==> config.mk <==
export PLATFORM = sky130hd
export DESIGN_NAME = histTop
export DESIGN_NICKNAME = d
export VERILOG_FILES = /design/src/source/histPkg.sv /design/src/source/ctrlPkg.sv /design/src/source/eventCapture.sv /design/src/source/eventFifo.sv /design/src/source/histRam.sv /design/src/source/histUpdater.sv /design/src/source/histTop.sv
export SDC_FILE = /design/constraint.sdc
export NUM_CORES = 1
export LEC_CHECK = 0
export ABC_AREA = 1
export BUFFER_PORTS_ARGS = -buffer_cell sky130_fd_sc_hd__buf_4
export CAP_MARGIN = 40
export CORE_ASPECT_RATIO = 0.75
export CORE_MARGIN = 2
export CORE_UTILIZATION = 48
export DETAILED_ROUTE_END_ITERATION = 8
export PLACE_DENSITY = 0.75
export SLEW_MARGIN = 5
export SYNTH_ARGS = -nofsm -noshare
export SYNTH_HDL_FRONTEND = slang
export SYNTH_SLANG_ARGS = --single-unit
==> constraint.sdc <==
create_clock -name clk -period 3.2 [get_ports clk]
set_input_delay 0.48 -clock clk [delete_from_list [all_inputs] [get_ports clk]]
set_output_delay 0.48 -clock clk [all_outputs]
set_load 0.02 [all_outputs]
==> src/source/histPkg.sv <==
`default_nettype none

// event, address and count formats shared by the datapath
package histPkg;

    localparam int defPixels = 4;
    localparam int defBins   = 16;

    localparam int pixelBits = $clog2(defPixels);    // pixel index width
    localparam int timeBits  = 8;                    // raw time code from the front end
    localparam int binBits   = $clog2(defBins);      // top time bits that select a bin
    localparam int addrBits  = pixelBits + binBits;
    localparam int countBits = 8;

    typedef struct packed {
        logic [pixelBits-1:0] pixel;
        logic [timeBits-1:0]  timeCode;
    } photonEvent_t;

    typedef logic [addrBits-1:0]  binAddr_t;   // {pixel, timeCode msbs}
    typedef logic [countBits-1:0] count_t;

    typedef struct packed {
        binAddr_t addr;
    } readReq_t;

    localparam count_t countMax = '1;

    // holds at full scale instead of wrapping
    function automatic count_t satIncrement(input count_t c);
        satIncrement = (c == countMax) ? c : c + count_t'(1);
    endfunction

endpackage

`default_nettype wire

==> src/source/ctrlPkg.sv <==
`default_nettype none

// control vocabulary of the histogram engine
package ctrlPkg;

    typedef enum logic [2:0] {
        clearing,   // zero sweep over the whole RAM
        waitEvent,  // idle, looks for readout or queued event
        fetch,      // issue RAM read of the event bin
        readWait,   // RAM data comes back
        writeBack,  // write incremented count
        readFetch,  // issue RAM read for a readout
        readHold    // ack raised, waiting for req to drop
    } updState_t;

endpackage

`default_nettype wire

==> src/source/eventCapture.sv <==
`timescale 1ns/10ps
`default_nettype none

module eventCapture import histPkg::*; #(
    parameter int numPixels    = 4,
    parameter int binsPerPixel = 16
) (
    input  logic         clk,
    input  logic         res,
    input  logic         evReq,
    input  photonEvent_t evData,
    output logic         evAck,
    input  logic         blocked,
    input  logic         full,
    output logic         push,
    output binAddr_t     pushData
);

    localparam int pixW = (numPixels > 1) ? $clog2(numPixels) : 1;
    localparam int binW = (binsPerPixel > 1) ? $clog2(binsPerPixel) : 1;

    binAddr_t evBin;
    logic     take;

    // pixel index on top, coarse time below
    assign evBin = binAddr_t'({evData.pixel[pixW-1:0], evData.timeCode[timeBits-1 -: binW]});

    // new request, room in the fifo and no sweep running
    assign take = evReq && !evAck && !full && !blocked;

    // evAck doubles as the handshake state
    always_ff @(posedge clk or negedge res) begin
        if (!res) begin
            evAck <= 1'b0;
            push  <= 1'b0;
        end else begin
            push <= 1'b0;  // single cycle strobe
            if (!evAck) begin
                if (take) begin
                    push  <= 1'b1;
                    evAck <= 1'b1;
                end
            end else if (!evReq) begin
                evAck <= 1'b0;  // source has let go
            end
        end
    end

    // data is stable while req is high, so reload until accepted
    always_ff @(posedge clk) begin
        if (!evAck) begin
            pushData <= evBin;
        end
    end

endmodule

`default_nettype wire

==> src/source/eventFifo.sv <==
`timescale 1ns/10ps
`default_nettype none

module eventFifo import histPkg::*; #(
    parameter int fifoDepth = 8
) (
    input  logic     clk,
    input  logic     res,
    input  logic     push,
    input  binAddr_t pushData,
    input  logic     pop,
    output logic     full,
    output logic     empty,
    output binAddr_t popData
);

    localparam int ptrBits = (fifoDepth > 1) ? $clog2(fifoDepth) : 1;
    localparam int cntBits = $clog2(fifoDepth + 1);
    localparam logic [ptrBits-1:0] lastPtr = ptrBits'(fifoDepth - 1);

    binAddr_t           mem [fifoDepth];
    logic [ptrBits-1:0] wrPtr;
    logic [ptrBits-1:0] rdPtr;
    logic [cntBits-1:0] count;
    logic               doPush;
    logic               doPop;

    assign full    = (count == cntBits'(fifoDepth));
    assign empty   = (count == '0);
    assign popData = mem[rdPtr];  // head is visible without a pop

    // requests against a full or empty fifo are dropped
    assign doPush = push && !full;
    assign doPop  = pop && !empty;

    always_ff @(posedge clk or negedge res) begin
        if (!res) begin
            wrPtr <= '0;
            rdPtr <= '0;
            count <= '0;
        end else begin
            if (doPush) begin
                wrPtr <= (wrPtr == lastPtr) ? '0 : wrPtr + 1'b1;
            end
            if (doPop) begin
                rdPtr <= (rdPtr == lastPtr) ? '0 : rdPtr + 1'b1;
            end
            // simultaneous push and pop leaves the count alone
            case ({doPush, doPop})
                2'b10:   count <= count + 1'b1;
                2'b01:   count <= count - 1'b1;
                default: count <= count;
            endcase
        end
    end

    always_ff @(posedge clk) begin
        if (doPush) begin
            mem[wrPtr] <= pushData;
        end
    end

endmodule

`default_nettype wire

==> src/source/histRam.sv <==
`timescale 1ns/10ps
`default_nettype none

module histRam import histPkg::*; #(
    parameter int numPixels    = 4,
    parameter int binsPerPixel = 16
) (
    input  logic     clk,
    input  logic     wrEn,
    input  binAddr_t wrAddr,
    input  count_t   wrData,
    input  logic     rdEn,
    input  binAddr_t rdAddr,
    output count_t   rdData
);

    localparam int numBins = numPixels * binsPerPixel;

    count_t mem [numBins];

    // write port
    always_ff @(posedge clk) begin
        if (wrEn) begin
            mem[wrAddr] <= wrData;
        end
    end

    // read port, data one cycle after rdEn
    always_ff @(posedge clk) begin
        if (rdEn) begin
            rdData <= mem[rdAddr];
        end
    end

endmodule

`default_nettype wire

==> src/source/histUpdater.sv <==
`timescale 1ns/10ps
`default_nettype none

module histUpdater import histPkg::*, ctrlPkg::*; #(
    parameter int numPixels    = 4,
    parameter int binsPerPixel = 16
) (
    input  logic     clk,
    input  logic     res,
    input  logic     clear,
    input  logic     empty,
    input  binAddr_t popData,
    output logic     pop,
    output logic     blocked,
    output logic     ready,
    input  logic     rdReq,
    input  readReq_t rdAddr,
    output logic     rdAck,
    output count_t   rdData,
    output logic     wrEn,
    output binAddr_t wrAddr,
    output count_t   wrData,
    output logic     ramRdEn,
    output binAddr_t ramRdAddr,
    input  count_t   ramRdData
);

    localparam int       numBins = numPixels * binsPerPixel;
    localparam binAddr_t lastBin = binAddr_t'(numBins - 1);

    updState_t state;
    binAddr_t  sweepCnt;   // clear sweep address
    binAddr_t  curAddr;    // bin of the event in flight
    count_t    oldCount;
    logic      rdPending;

    assign rdPending = rdReq && !rdAck;

    // readouts win over queued events, clear wins over both
    assign pop = (state == waitEvent) && !rdPending && !empty && !clear;

    assign blocked = (state == clearing);
    assign ready   = (state == waitEvent) && empty;

    // RAM write port, shared by sweep and increment
    assign wrEn   = (state == clearing) || (state == writeBack);
    assign wrAddr = (state == clearing) ? sweepCnt : curAddr;
    assign wrData = (state == clearing) ? '0 : satIncrement(oldCount);

    // RAM read port, shared by update and readout
    assign ramRdEn   = (state == fetch) || (state == readFetch);
    assign ramRdAddr = (state == readFetch) ? rdAddr.addr : curAddr;

    always_ff @(posedge clk or negedge res) begin
        if (!res) begin
            state    <= clearing;
            sweepCnt <= '0;
        end else if (clear) begin
            state    <= clearing;  // restart the sweep from bin 0
            sweepCnt <= '0;
        end else begin
            case (state)
                clearing: begin
                    sweepCnt <= sweepCnt + 1'b1;
                    if (sweepCnt == lastBin) begin
                        state <= waitEvent;
                    end
                end
                waitEvent: begin
                    if (rdPending) begin
                        state <= readFetch;
                    end else if (!empty) begin
                        state <= fetch;
                    end
                end
                fetch:     state <= readWait;
                readWait:  state <= writeBack;
                writeBack: state <= waitEvent;
                readFetch: state <= readHold;
                readHold: begin
                    if (rdAck && !rdReq) begin
                        state <= waitEvent;
                    end
                end
                default:   state <= clearing;
            endcase
        end
    end

    // readout ack, released only once the requester drops req
    always_ff @(posedge clk or negedge res) begin
        if (!res) begin
            rdAck <= 1'b0;
        end else if ((state == readHold) && !rdAck) begin
            rdAck <= 1'b1;
        end else if (rdAck && !rdReq) begin
            rdAck <= 1'b0;
        end
    end

    always_ff @(posedge clk) begin
        if (pop) begin
            curAddr <= popData;
        end
        if (state == readWait) begin
            oldCount <= ramRdData;  // count before this event
        end
        if ((state == readHold) && !rdAck) begin
            rdData <= ramRdData;  // held for the whole ack phase
        end
    end

endmodule

`default_nettype wire

==> src/source/histTop.sv <==
`timescale 1ns/10ps
`default_nettype none

module histTop import histPkg::*; #(
    parameter int numPixels    = 4,
    parameter int binsPerPixel = 16,
    parameter int fifoDepth    = 8
) (
    input  logic         clk,
    input  logic         res,
    input  logic         evReq,
    input  photonEvent_t evData,
    output logic         evAck,
    input  logic         clear,
    input  logic         rdReq,
    input  readReq_t     rdAddr,
    output logic         rdAck,
    output count_t       rdData,
    output logic         ready
);

    logic     push;
    logic     pop;
    logic     full;
    logic     empty;
    logic     blocked;
    binAddr_t pushData;
    binAddr_t popData;

    // RAM side of the updater
    logic     wrEn;
    logic     ramRdEn;
    binAddr_t wrAddr;
    binAddr_t ramRdAddr;
    count_t   wrData;
    count_t   ramRdData;

    eventCapture #(
        .numPixels    (numPixels),
        .binsPerPixel (binsPerPixel)
    ) eventCapture_i (
        .clk      (clk),
        .res      (res),
        .evReq    (evReq),
        .evData   (evData),
        .evAck    (evAck),
        .blocked  (blocked),
        .full     (full),
        .push     (push),
        .pushData (pushData)
    );

    eventFifo #(
        .fifoDepth (fifoDepth)
    ) eventFifo_i (
        .clk      (clk),
        .res      (res),
        .push     (push),
        .pushData (pushData),
        .pop      (pop),
        .full     (full),
        .empty    (empty),
        .popData  (popData)
    );

    histRam #(
        .numPixels    (numPixels),
        .binsPerPixel (binsPerPixel)
    ) histRam_i (
        .clk    (clk),
        .wrEn   (wrEn),
        .wrAddr (wrAddr),
        .wrData (wrData),
        .rdEn   (ramRdEn),
        .rdAddr (ramRdAddr),
        .rdData (ramRdData)
    );

    histUpdater #(
        .numPixels    (numPixels),
        .binsPerPixel (binsPerPixel)
    ) histUpdater_i (
        .clk       (clk),
        .res       (res),
        .clear     (clear),
        .empty     (empty),
        .popData   (popData),
        .pop       (pop),
        .blocked   (blocked),
        .ready     (ready),
        .rdReq     (rdReq),
        .rdAddr    (rdAddr),
        .rdAck     (rdAck),
        .rdData    (rdData),
        .wrEn      (wrEn),
        .wrAddr    (wrAddr),
        .wrData    (wrData),
        .ramRdEn   (ramRdEn),
        .ramRdAddr (ramRdAddr),
        .ramRdData (ramRdData)
    );

endmodule

`default_nettype wire

# Yosys cells after proc, flatten, opt, wreduce, memory -nomap -nowiden
# Memory sizes are Yosys's and may differ from the RTL's. A register that Yosys moved wholly into a read port is not among the register bits.
# Index checks and enable logic that the tools add are counted.
[word_totals] output_inout_bits=11 wordCells=88 register_bits=44 mem_bits_rw=560 memories=2
[classes] eq_ne=16 n_addsub=6 n_mux=25 reduce_logical=28
[mem_list] name="histRam_i.mem" words=64 width=8 rd=1 rd_clocked_by_memory_dff=1 write_ports=1 line="histRam.sv:19" text="count_t mem [numBins];"
[mem_list] name="eventFifo_i.mem" words=8 width=6 rd=1 rd_clocked_by_memory_dff=1 write_ports=1 line="eventFifo.sv:21" text="binAddr_t mem [fifoDepth];"
[ops] cell="6-bit 2-to-1 mux" n=4
[ops] cell="3-bit 2-to-1 mux" n=7
[ops] cell="3-bit one-hot mux with 7 select lines" n=1
[ops] cell="8-bit 2-to-1 mux" n=2
[ops] cell="3-bit equality test (second input constant)" n=5
[ops] cell="1-bit logical AND" n=12
[ops] cell="1-bit 2-to-1 mux" n=10
[ops] cell="8-bit by 1-bit adder with 8-bit output (second input constant)" n=1
[ops] cell="8-bit equality test (second input constant)" n=1
[ops] cell="1-bit zero test" n=8
[ops] cell="4-bit one-hot mux with 2 select lines" n=1
[ops] cell="3-bit by 1-bit adder with 3-bit output (second input constant)" n=2
[ops] cell="6-bit by 1-bit adder with 6-bit output (second input constant)" n=1
[ops] cell="3-bit by 2-bit equality test with 1-bit output (second input constant)" n=2
[ops] cell="6-bit equality test (second input constant)" n=1
[ops] cell="3-bit by 2-bit inequality test with 1-bit output (second input constant)" n=2
[ops] cell="2-bit nonzero test" n=3
[ops] cell="4-bit by 1-bit adder with 4-bit output (second input constant)" n=1
[ops] cell="4-bit equality test (second input constant)" n=1
[ops] cell="4-bit zero test" n=1
[ops] cell="4-bit inequality test (second input constant)" n=1
[ops] cell="4-bit by 1-bit subtractor with 4-bit output (second input constant)" n=1
[ops] cell="3-bit by 1-bit equality test with 1-bit output (second input constant)" n=1
[ops] cell="3-bit zero test" n=1
[ops] cell="4 further kinds" n=5

# Logic depth before layout (Yosys ltp)
# Gate-level depths: netlist of the first run.
[depth] depth_word=9 mapped_depth=14 depth_no_buf=14

# Hierarchy
# From an unflattened synthesis of the first run, not the netlist that was laid out.
[unflattened] cells_unflattened=2240 area_unflattened_um2=26063.7
[modules_own_cells] module="histRam" area_per_inst_um2=21419.3 n_inst=1 cells_each=1805 seq_area_each_um2=15615.0
[modules_own_cells] module="eventFifo" area_per_inst_um2=2631.3 n_inst=1 cells_each=247 seq_area_each_um2=1691.6
[modules_own_cells] module="histUpdater" area_per_inst_um2=1752.9 n_inst=1 cells_each=172 seq_area_each_um2=910.9
[modules_own_cells] module="eventCapture" area_per_inst_um2=260.2 n_inst=1 cells_each=16 seq_area_each_um2=230.2

# Worst setup path after synthesis of the first run
# No wires, ideal clock.
[synth_path] path_type="register to register" startpoint="register histUpdater_i.state[0]" endpoint="memory histRam_i.mem[0][6] (netlist name) (data pin)" path_stages_with_launch=7 n_path_buf=2 t_arrival_ns=2.864 setup_time_ns=0.588 period_less_slack_ns=3.451 required_ns=2.612 path_slack_ns=-0.251 path_cell_list="dfrtp_1 nor2_2 nand2_1 buf_4 buf_6 o21ai_0 a31oi_1"
[synth_between] elab_chain_len=2
[synth_rtl] item="start: declaration" line="histUpdater.sv:31" text="updState_t state;"
[synth_rtl] item="start signal: assignment" line="histUpdater.sv:56" text="state <= clearing;"
[synth_rtl] item="start signal: assignment" line="histUpdater.sv:59" text="state <= clearing;"
[synth_rtl] item="start signal: assignment" line="histUpdater.sv:66" text="state <= waitEvent;"
[synth_rtl] item="3-bit zero test" line="histUpdater.sv:48" text="assign wrData = (state == clearing) ? '0 : satIncrement(oldCount);"
[synth_rtl] item="8-bit 2-to-1 mux" line="histUpdater.sv:48"
[synth_rtl] item="net histRam_i.wrData[6]" line="histRam.sv:11" text="input count_t wrData,"
[synth_rtl] item="end: declaration" line="histRam.sv:19"
# The timed path passes the listed nets, and every way through them passes these cells.

# Final worst setup path of the first run
[layout_path] startpoint="register histUpdater_i.state[0]" endpoint="memory histRam_i.mem[10][7] (netlist name) (enable)"
[layout_between] elab_chain_len=4 word_cells_on_any_way=6
[layout_rtl] item="3-bit equality test or 3-bit zero test (tied branches)" line="histUpdater.sv:46, histUpdater.sv:47"
[layout_rtl] item="1-bit logical OR" line="histUpdater.sv:46" text="assign wrEn = (state == clearing) || (state == writeBack);"
[layout_rtl] item="1-bit 2-to-1 mux" line="histRam.sv:23" text="if (wrEn) begin"
[layout_rtl] item="1-bit 2-to-1 mux (implied by the code)" line="histRam.sv:24" text="mem[wrAddr] <= wrData;"
# Several ways; a longest one is shown, not always the timed one.

==> results of run 1 <==
[layout make-up]
type                       instances  area [um2]  share of cell area
clock inverter                    30         184             0.00596
tap                              731         915              0.0296
timing repair buffer             153        1370              0.0442
clock buffer                      80        1610              0.0520
multi-input combinational       1374        6580               0.213
sequential                       618       18400               0.597
inverter                         477        1790              0.0580
[timing repair]
action                                  4_1_cts  5_1_grt
gates resized for setup                       0        0
hold buffers                                  7        0
endpoints found under the setup margin        0        0
hold endpoints to repair                     28        0
[cells in the mapped netlist, types with 2 or more instances]
cell type / count
nor3_2: 5
a21oi_1: 7
buf_1: 2
nor3_1: 14
o22ai_1: 9
nand4_1: 2
nand3_1: 509
nand3b_1: 63
inv_1: 469
buf_6: 4
nor2_1: 131
nand2_1: 531
xor2_1: 3
nor2_2: 3
buf_4: 4
nand3_2: 3
or2_2: 2
buf_2: 84
ha_1: 9
inv_2: 8
nand2_2: 3
dfrtp_1: 22
a31oi_1: 10
o21ai_2: 5
o21ai_0: 45
edfxtp_1: 596
o21ai_1: 4
xnor2_1: 2
clkbuf_1: 31
nor4_1: 2
[cell families after synthesis]
family / count (synthesis) / share of synthesized area
simple gates: 1273 / 0.212
flops: 618 / 0.675
buf+inv: 602 / 0.0882
compound gates: 86 / 0.0183
fa+ha+maj: 10 / 0.00485
xor+xnor: 5 / 0.00160
[through the flow]
stage                     hold WS, ns  setup TNS, ns
after floorplan                 0.184         -16.10
after global placement          0.381              0
after detailed placement        0.386              0
after CTS                     0.00352              0
after global routing           0.0351              0
final                          0.0391              0
[report_power, final]
group | internal (mW) | total, mW | leakage, nW | switching, mW
Clock | 3.59 | 6.55 | 0.889 | 2.96
Sequential | 10.4 | 10.8 | 5.73 | 0.356
Combinational | 1.82 | 6.70 | 6.11 | 4.88
[cell usage in the layout (no fill, tap or decap), drive strengths merged, types with 9 or more instances in the layout]
cell type / n
edfxtp: 596
nand2: 535
nand3: 513
inv: 479
buf: 146
nor2: 135
clkbuf: 80
nand3b: 63
o21ai: 55
clkinv: 26
dfrtp: 22
nor3: 19
a31oi: 10
o22ai: 9
ha: 9
[sequential cells by signal, summed over array words and instances (netlist names)]
signal                   count
eventCapture_i.evAck         1
eventCapture_i.push          1
eventCapture_i.pushData      6
eventFifo_i.count            4
eventFifo_i.mem             48
eventFifo_i.rdPtr            3
eventFifo_i.wrPtr            3
histRam_i.mem              512
histRam_i.rdData             8
histUpdater_i.curAddr        6
histUpdater_i.oldCount       8
histUpdater_i.rdAck          1
histUpdater_i.rdData         8
histUpdater_i.state          3
histUpdater_i.sweepCnt       6
[routing by layer]
layer | track usage | routed length, um | vias up
met4 | 0.0721 | 1830 | 0
met1 | 0.320 | 27200 | 9026
met3 | 0.0644 | 7780 | 128
met5 | 0 | 0 | -
met2 | 0.343 | 29000 | 925
li1 | - | - | 8765
[worst max-delay path, delay by kind of cell (launching register included)]
kind / cells / cell delay (ns)
DFF: 1 / 0.46
and+or+nand+nor: 5 / 1.36
AOI/OAI and AO/OA: 1 / 0.14
buffers and inverters: 4 / 0.75
[how the worst max path moves through the flow]
stage,to,slack (ns),cells after the start
final,histRam_i.mem[10][7],0.18,10
after global routing,histRam_i.mem[10][7],0.01,10
after CTS,histRam_i.mem[10][7],0.24,10
after detailed placement,histRam_i.mem[10][1],0.28,10
after global placement,histRam_i.mem[10][4],0.39,10
after floorplan,histRam_i.mem[0][6],-0.25,6
==> results.cfg, run 1 <==
[route]
drt-initial-drc-count = 2195
vias = 18800
wire_per_inst_um = 19.0
viasPerCell = 5.44
first_pass_iters = 6
ant_nets = 0
drc = 0
drt_wl_total_mm = 65.8

[global_routing]
grt_pass1_wl_mm = 102
antenna_found_initial = 0
grt_max_degree = 82
grt_pass1_vias = 18100
track_usage = 0.227
overflow = 0

[sta]
fmax_ghz = 0.331
setup_viol = 0
fin_crit_ns = 3.02
min_period_over_period = 0.943
grt_setup_unrepaired = no
fin_skew_ns = 0.0288
worst_pin_slew_ns = 0.855
worst_slack_ns = 0.182
hold_viol = 0
slew_violations = 0
relSlewSlack = 0.430

[floorplanning]
ios = 32
die_y_um = 211
die_w_um = 279
num_rows = 75
initial_core_util = 0.487
die_area_um2 = 58900
coreArea_um2 = 56100

[logic_synthesis]
syn_area_um2 = 27300
synth_seq_cells = 618
async_reset_ff_frac = 0.0356
synthDominantCellAreaShare = 0.655
ys_top_cells_by_area = edfxtp_1, nand3_1, nand2_1
syn_nets = 2625
yosys_warnings = 0
syn_inst = 2594
yosys_most_used_dff = edfxtp_1
synth_edf_count = 596
synth_top_cell_by_area = edfxtp_1
avgSynthCellArea_um2 = 10.5
seq_area_frac_synth = 0.675
ys_types = 42

[hold_path]
hold_class = primary input to register
holdPathEnd = histUpdater_i.sweepCnt[4]
whs_path_depth = 2
min_from = clear

[worst_setup_path]
crit_path_end_kind = register
reg2reg_to = histRam_i.mem[10][7]
critPathLaunch = histUpdater_i.state[0]
startpoint_type = register
path_cells = nor2_2, nand2_1, buf_4, inv_2, or2_2, o21ai_2, inv_2, nand3_1, nor2_1, buf_4
r2r_cells = 10
crit_type = register to register
max_stage_delay_ns = 0.46
crit_slowest_cell = dfrtp_1
critPathMaxFanout = 12
arrival_ns = 3.35
r2r_slack_ns = 0.18
r2r-start = histUpdater_i.state[0]
required_ns = 3.54

[layout]
area_growth_syn_to_layout_pct = 13.0
finalInstanceArea_um2 = 30900
fin_util = 0.550
nets = 2713
drive_gt1_frac = 0.101
num_antenna_cells = 0
n_fill_cell = 4564
fin_cells = 3463

[cts]
clock-sinks = 618
cts_buffers = 58
clk_path_buf_depth = 3
clk_pin_slew_ns = 0.06
postCtsSetupRepairBufs = 0
cts-root-buf = clkbuf_16
clk_latency_ns = 0.64
h-tree-depth = 2
cts_tree = done

[placement]
place_inst = 3346
port_buffers = 27
dpl-instance-area_um2 = 29000
dpl_worst_slack_ns = 0.278
hpwl_mm = 41.1
gp_congestion = 0.927

[flow_run]
cap_violations = 0

[power_and_ir_drop]
finalPower_mw = 24.0
power_density_nw_per_um2 = 778
p_leak_nw = 12.7
peakVddDrop_uv = 548

[run_status]
status = finished clean
No activity file was read; power rests on OpenSTA's default activity.
==> inputs of run 2 (changes only) <==
--- a/config.mk
+++ b/config.mk
@@ -12,6 +12,8 @@
 export CORE_MARGIN = 2
 export CORE_UTILIZATION = 48
 export DETAILED_ROUTE_END_ITERATION = 8
+export GPL_TIMING_DRIVEN = 0
+export HOLD_SLACK_MARGIN = 0.1
 export PLACE_DENSITY = 0.75
 export SLEW_MARGIN = 5
 export SYNTH_ARGS = -nofsm -noshare
==> results.cfg, run 2 (synthesis results as in run 1) <==
[run_status]
status = finished, violations left
violations = negative setup slack

[placement]
dpl-instance-area_um2 = 29000
port_buffers = 27
hpwl_mm = 55.2
dpl_worst_slack_ns = -0.0793
gp_congestion = 0.971

[global_routing]
grt_pass1_wl_mm = 115
grt_pass1_vias = 18900
antenna_found_initial = 1
track_usage = 0.265
grt_max_degree = 45
overflow = 0

[floorplanning]
initial_core_util = 0.487
num_rows = 75
die_w_um = 279
ios = 32
die_y_um = 211
die_area_um2 = 58900
coreArea_um2 = 56100

[hold_path]
hold_class = primary input to register
min_from = rdReq

[layout]
final_cell_mix = edfxtp_1, nand2_1, nand3_1, inv_1
nets = 2767
finalInstanceArea_um2 = 31200
layout_commonest_cell = edfxtp_1
reg_top3 = histRam_i.mem: 512 flops, eventFifo_i.mem: 48 flops
drive_gt1_frac = 0.122
largest_reg_flops = 512
area_growth_syn_to_layout_pct = 14.3
regMostFlops = histRam_i.mem

[worst_setup_path]
required_ns = 3.46
crit_type = register to register
critPathLaunch = histUpdater_i.state[0]
r2r_slack_ns = -0.05
crit_path_end_kind = register
reg2reg_to = histRam_i.mem[9][4]
max_stage_delay_ns = 0.73
r2r_cells = 8
arrival_ns = 3.52
critPathMaxFanout = 10
crit_slowest_cell = nor2_2
endpoint = histRam_i.mem[9][4]
r2r-start = histUpdater_i.state[0]
startpoint_type = register
path_cells = nor2_4, nand2_1, inv_2, or2_2, o21ai_2, inv_2, nand3_1, nor2_2
cpMostUsedCell = inv_2

[power_and_ir_drop]
finalPower_mw = 25.3
p_leak_nw = 12.8
power_density_nw_per_um2 = 811
peakVddDrop_uv = 551

[cts]
clk_latency_ns = 0.64
cts-root-buf = clkbuf_16
clock-sinks = 618
h-tree-depth = 2
clk_path_buf_depth = 3
cts_tree = done
cts_buffers = 59
clk_pin_slew_ns = 0.06

[route]
vias = 20100
ant_nets = 0
wire_per_inst_um = 22.5
drc = 0
viasPerCell = 5.71
drt-initial-drc-count = 2906
first_pass_iters = 8
drt_wl_total_mm = 78.9

[sta]
fin_crit_ns = 3.25
hold_viol = 0
slew_violations = 0
worst_pin_slew_ns = 0.913
relSlewSlack = 0.387
worst_slack_ns = -0.0548
setup_viol = 15
fin_skew_ns = 0.0312
grt_setup_unrepaired = yes
fmax_ghz = 0.307
min_period_over_period = 1.02

[flow_run]
cap_violations = 0
[run 2: changes by cell type in the layout (fill, tap and decap cells not counted), sizes merged]
cell         change
clkbuf          +31
buf             +19
clkinv           -6
bufinv           +3
dlygate4sd3      +2
inv              -2
a21oi            +1
diode            +1
[run 2: how the worst min path moves through the flow]
stage	cells after the start	endpoint
2_1_floorplan	0	eventCapture_i.evAck
3_3_place_gp	1	histUpdater_i.rdAck
3_5_place_dp	1	histUpdater_i.rdAck
4_1_cts	3	histUpdater_i.rdAck
5_1_grt	3	histUpdater_i.rdAck
6_report	3	histUpdater_i.rdAck
[run 2: area by class of cell]
class / count / area, um2
fill: 4578 / 24900
multi-input combinational: 1375 / 6730
antenna: 1 / 2.50
clock inverter: 25 / 240
buffer: 125 / 622
inverter: 477 / 1790
sequential: 618 / 18400
clock buffer: 80 / 1660
timing repair buffer: 80 / 828
tap: 731 / 915
[run 2: routing by layer]
layer / wire (um) / global-route usage
met1: 31200 / 0.382
met2: 33200 / 0.383
met3: 12300 / 0.0867
met4: 2230 / 0.0811
met5: 0 / 0
[run 2: what timing repair did]
item | in CTS | in global routing
buffers inserted | 0 | 2
pin swaps | 0 | 1
setup endpoints to repair | 133 | 386
hold endpoints to repair | 32 | 0
gates cloned | 0 | 1
gates resized for setup | 19 | 49
hold buffers | 9 | 0
[run 2: report_power, final]
part | internal (mW) | switching [mW] | total (mW)
Sequential | 10.4 | 0.306 | 10.7
Clock | 3.94 | 3.04 | 6.98
Combinational | 1.95 | 5.68 | 7.63
Total | 16.3 | 9.02 | 25.3
[run 2: worst max-delay path, delay by kind of cell, from the launching register on]
kind | cells | cell delay (ns)
DFF | 1 | 0.47
buffers and inverters | 2 | 0.42
AOI/OAI and AO/OA | 1 | 0.14
and+or+nand+nor | 5 | 1.85
[run 2: per-stage QoR]
stage / std cells / setup TNS (ns) / hold slack [ns] / util
6_report: 3512 / -0.456 / 0.134 / 0.557
5_1_grt: 3511 / -3.90 / 0.132 / 0.556
4_1_cts: 3507 / -2.90 / 0.105 / 0.553
3_5_place_dp: 3393 / -2.87 / 0.387 / 0.517
3_3_place_gp: 3352 / -502.61 / 0.381 / 0.507
2_1_floorplan: 2594 / -16.10 / 0.184 / -
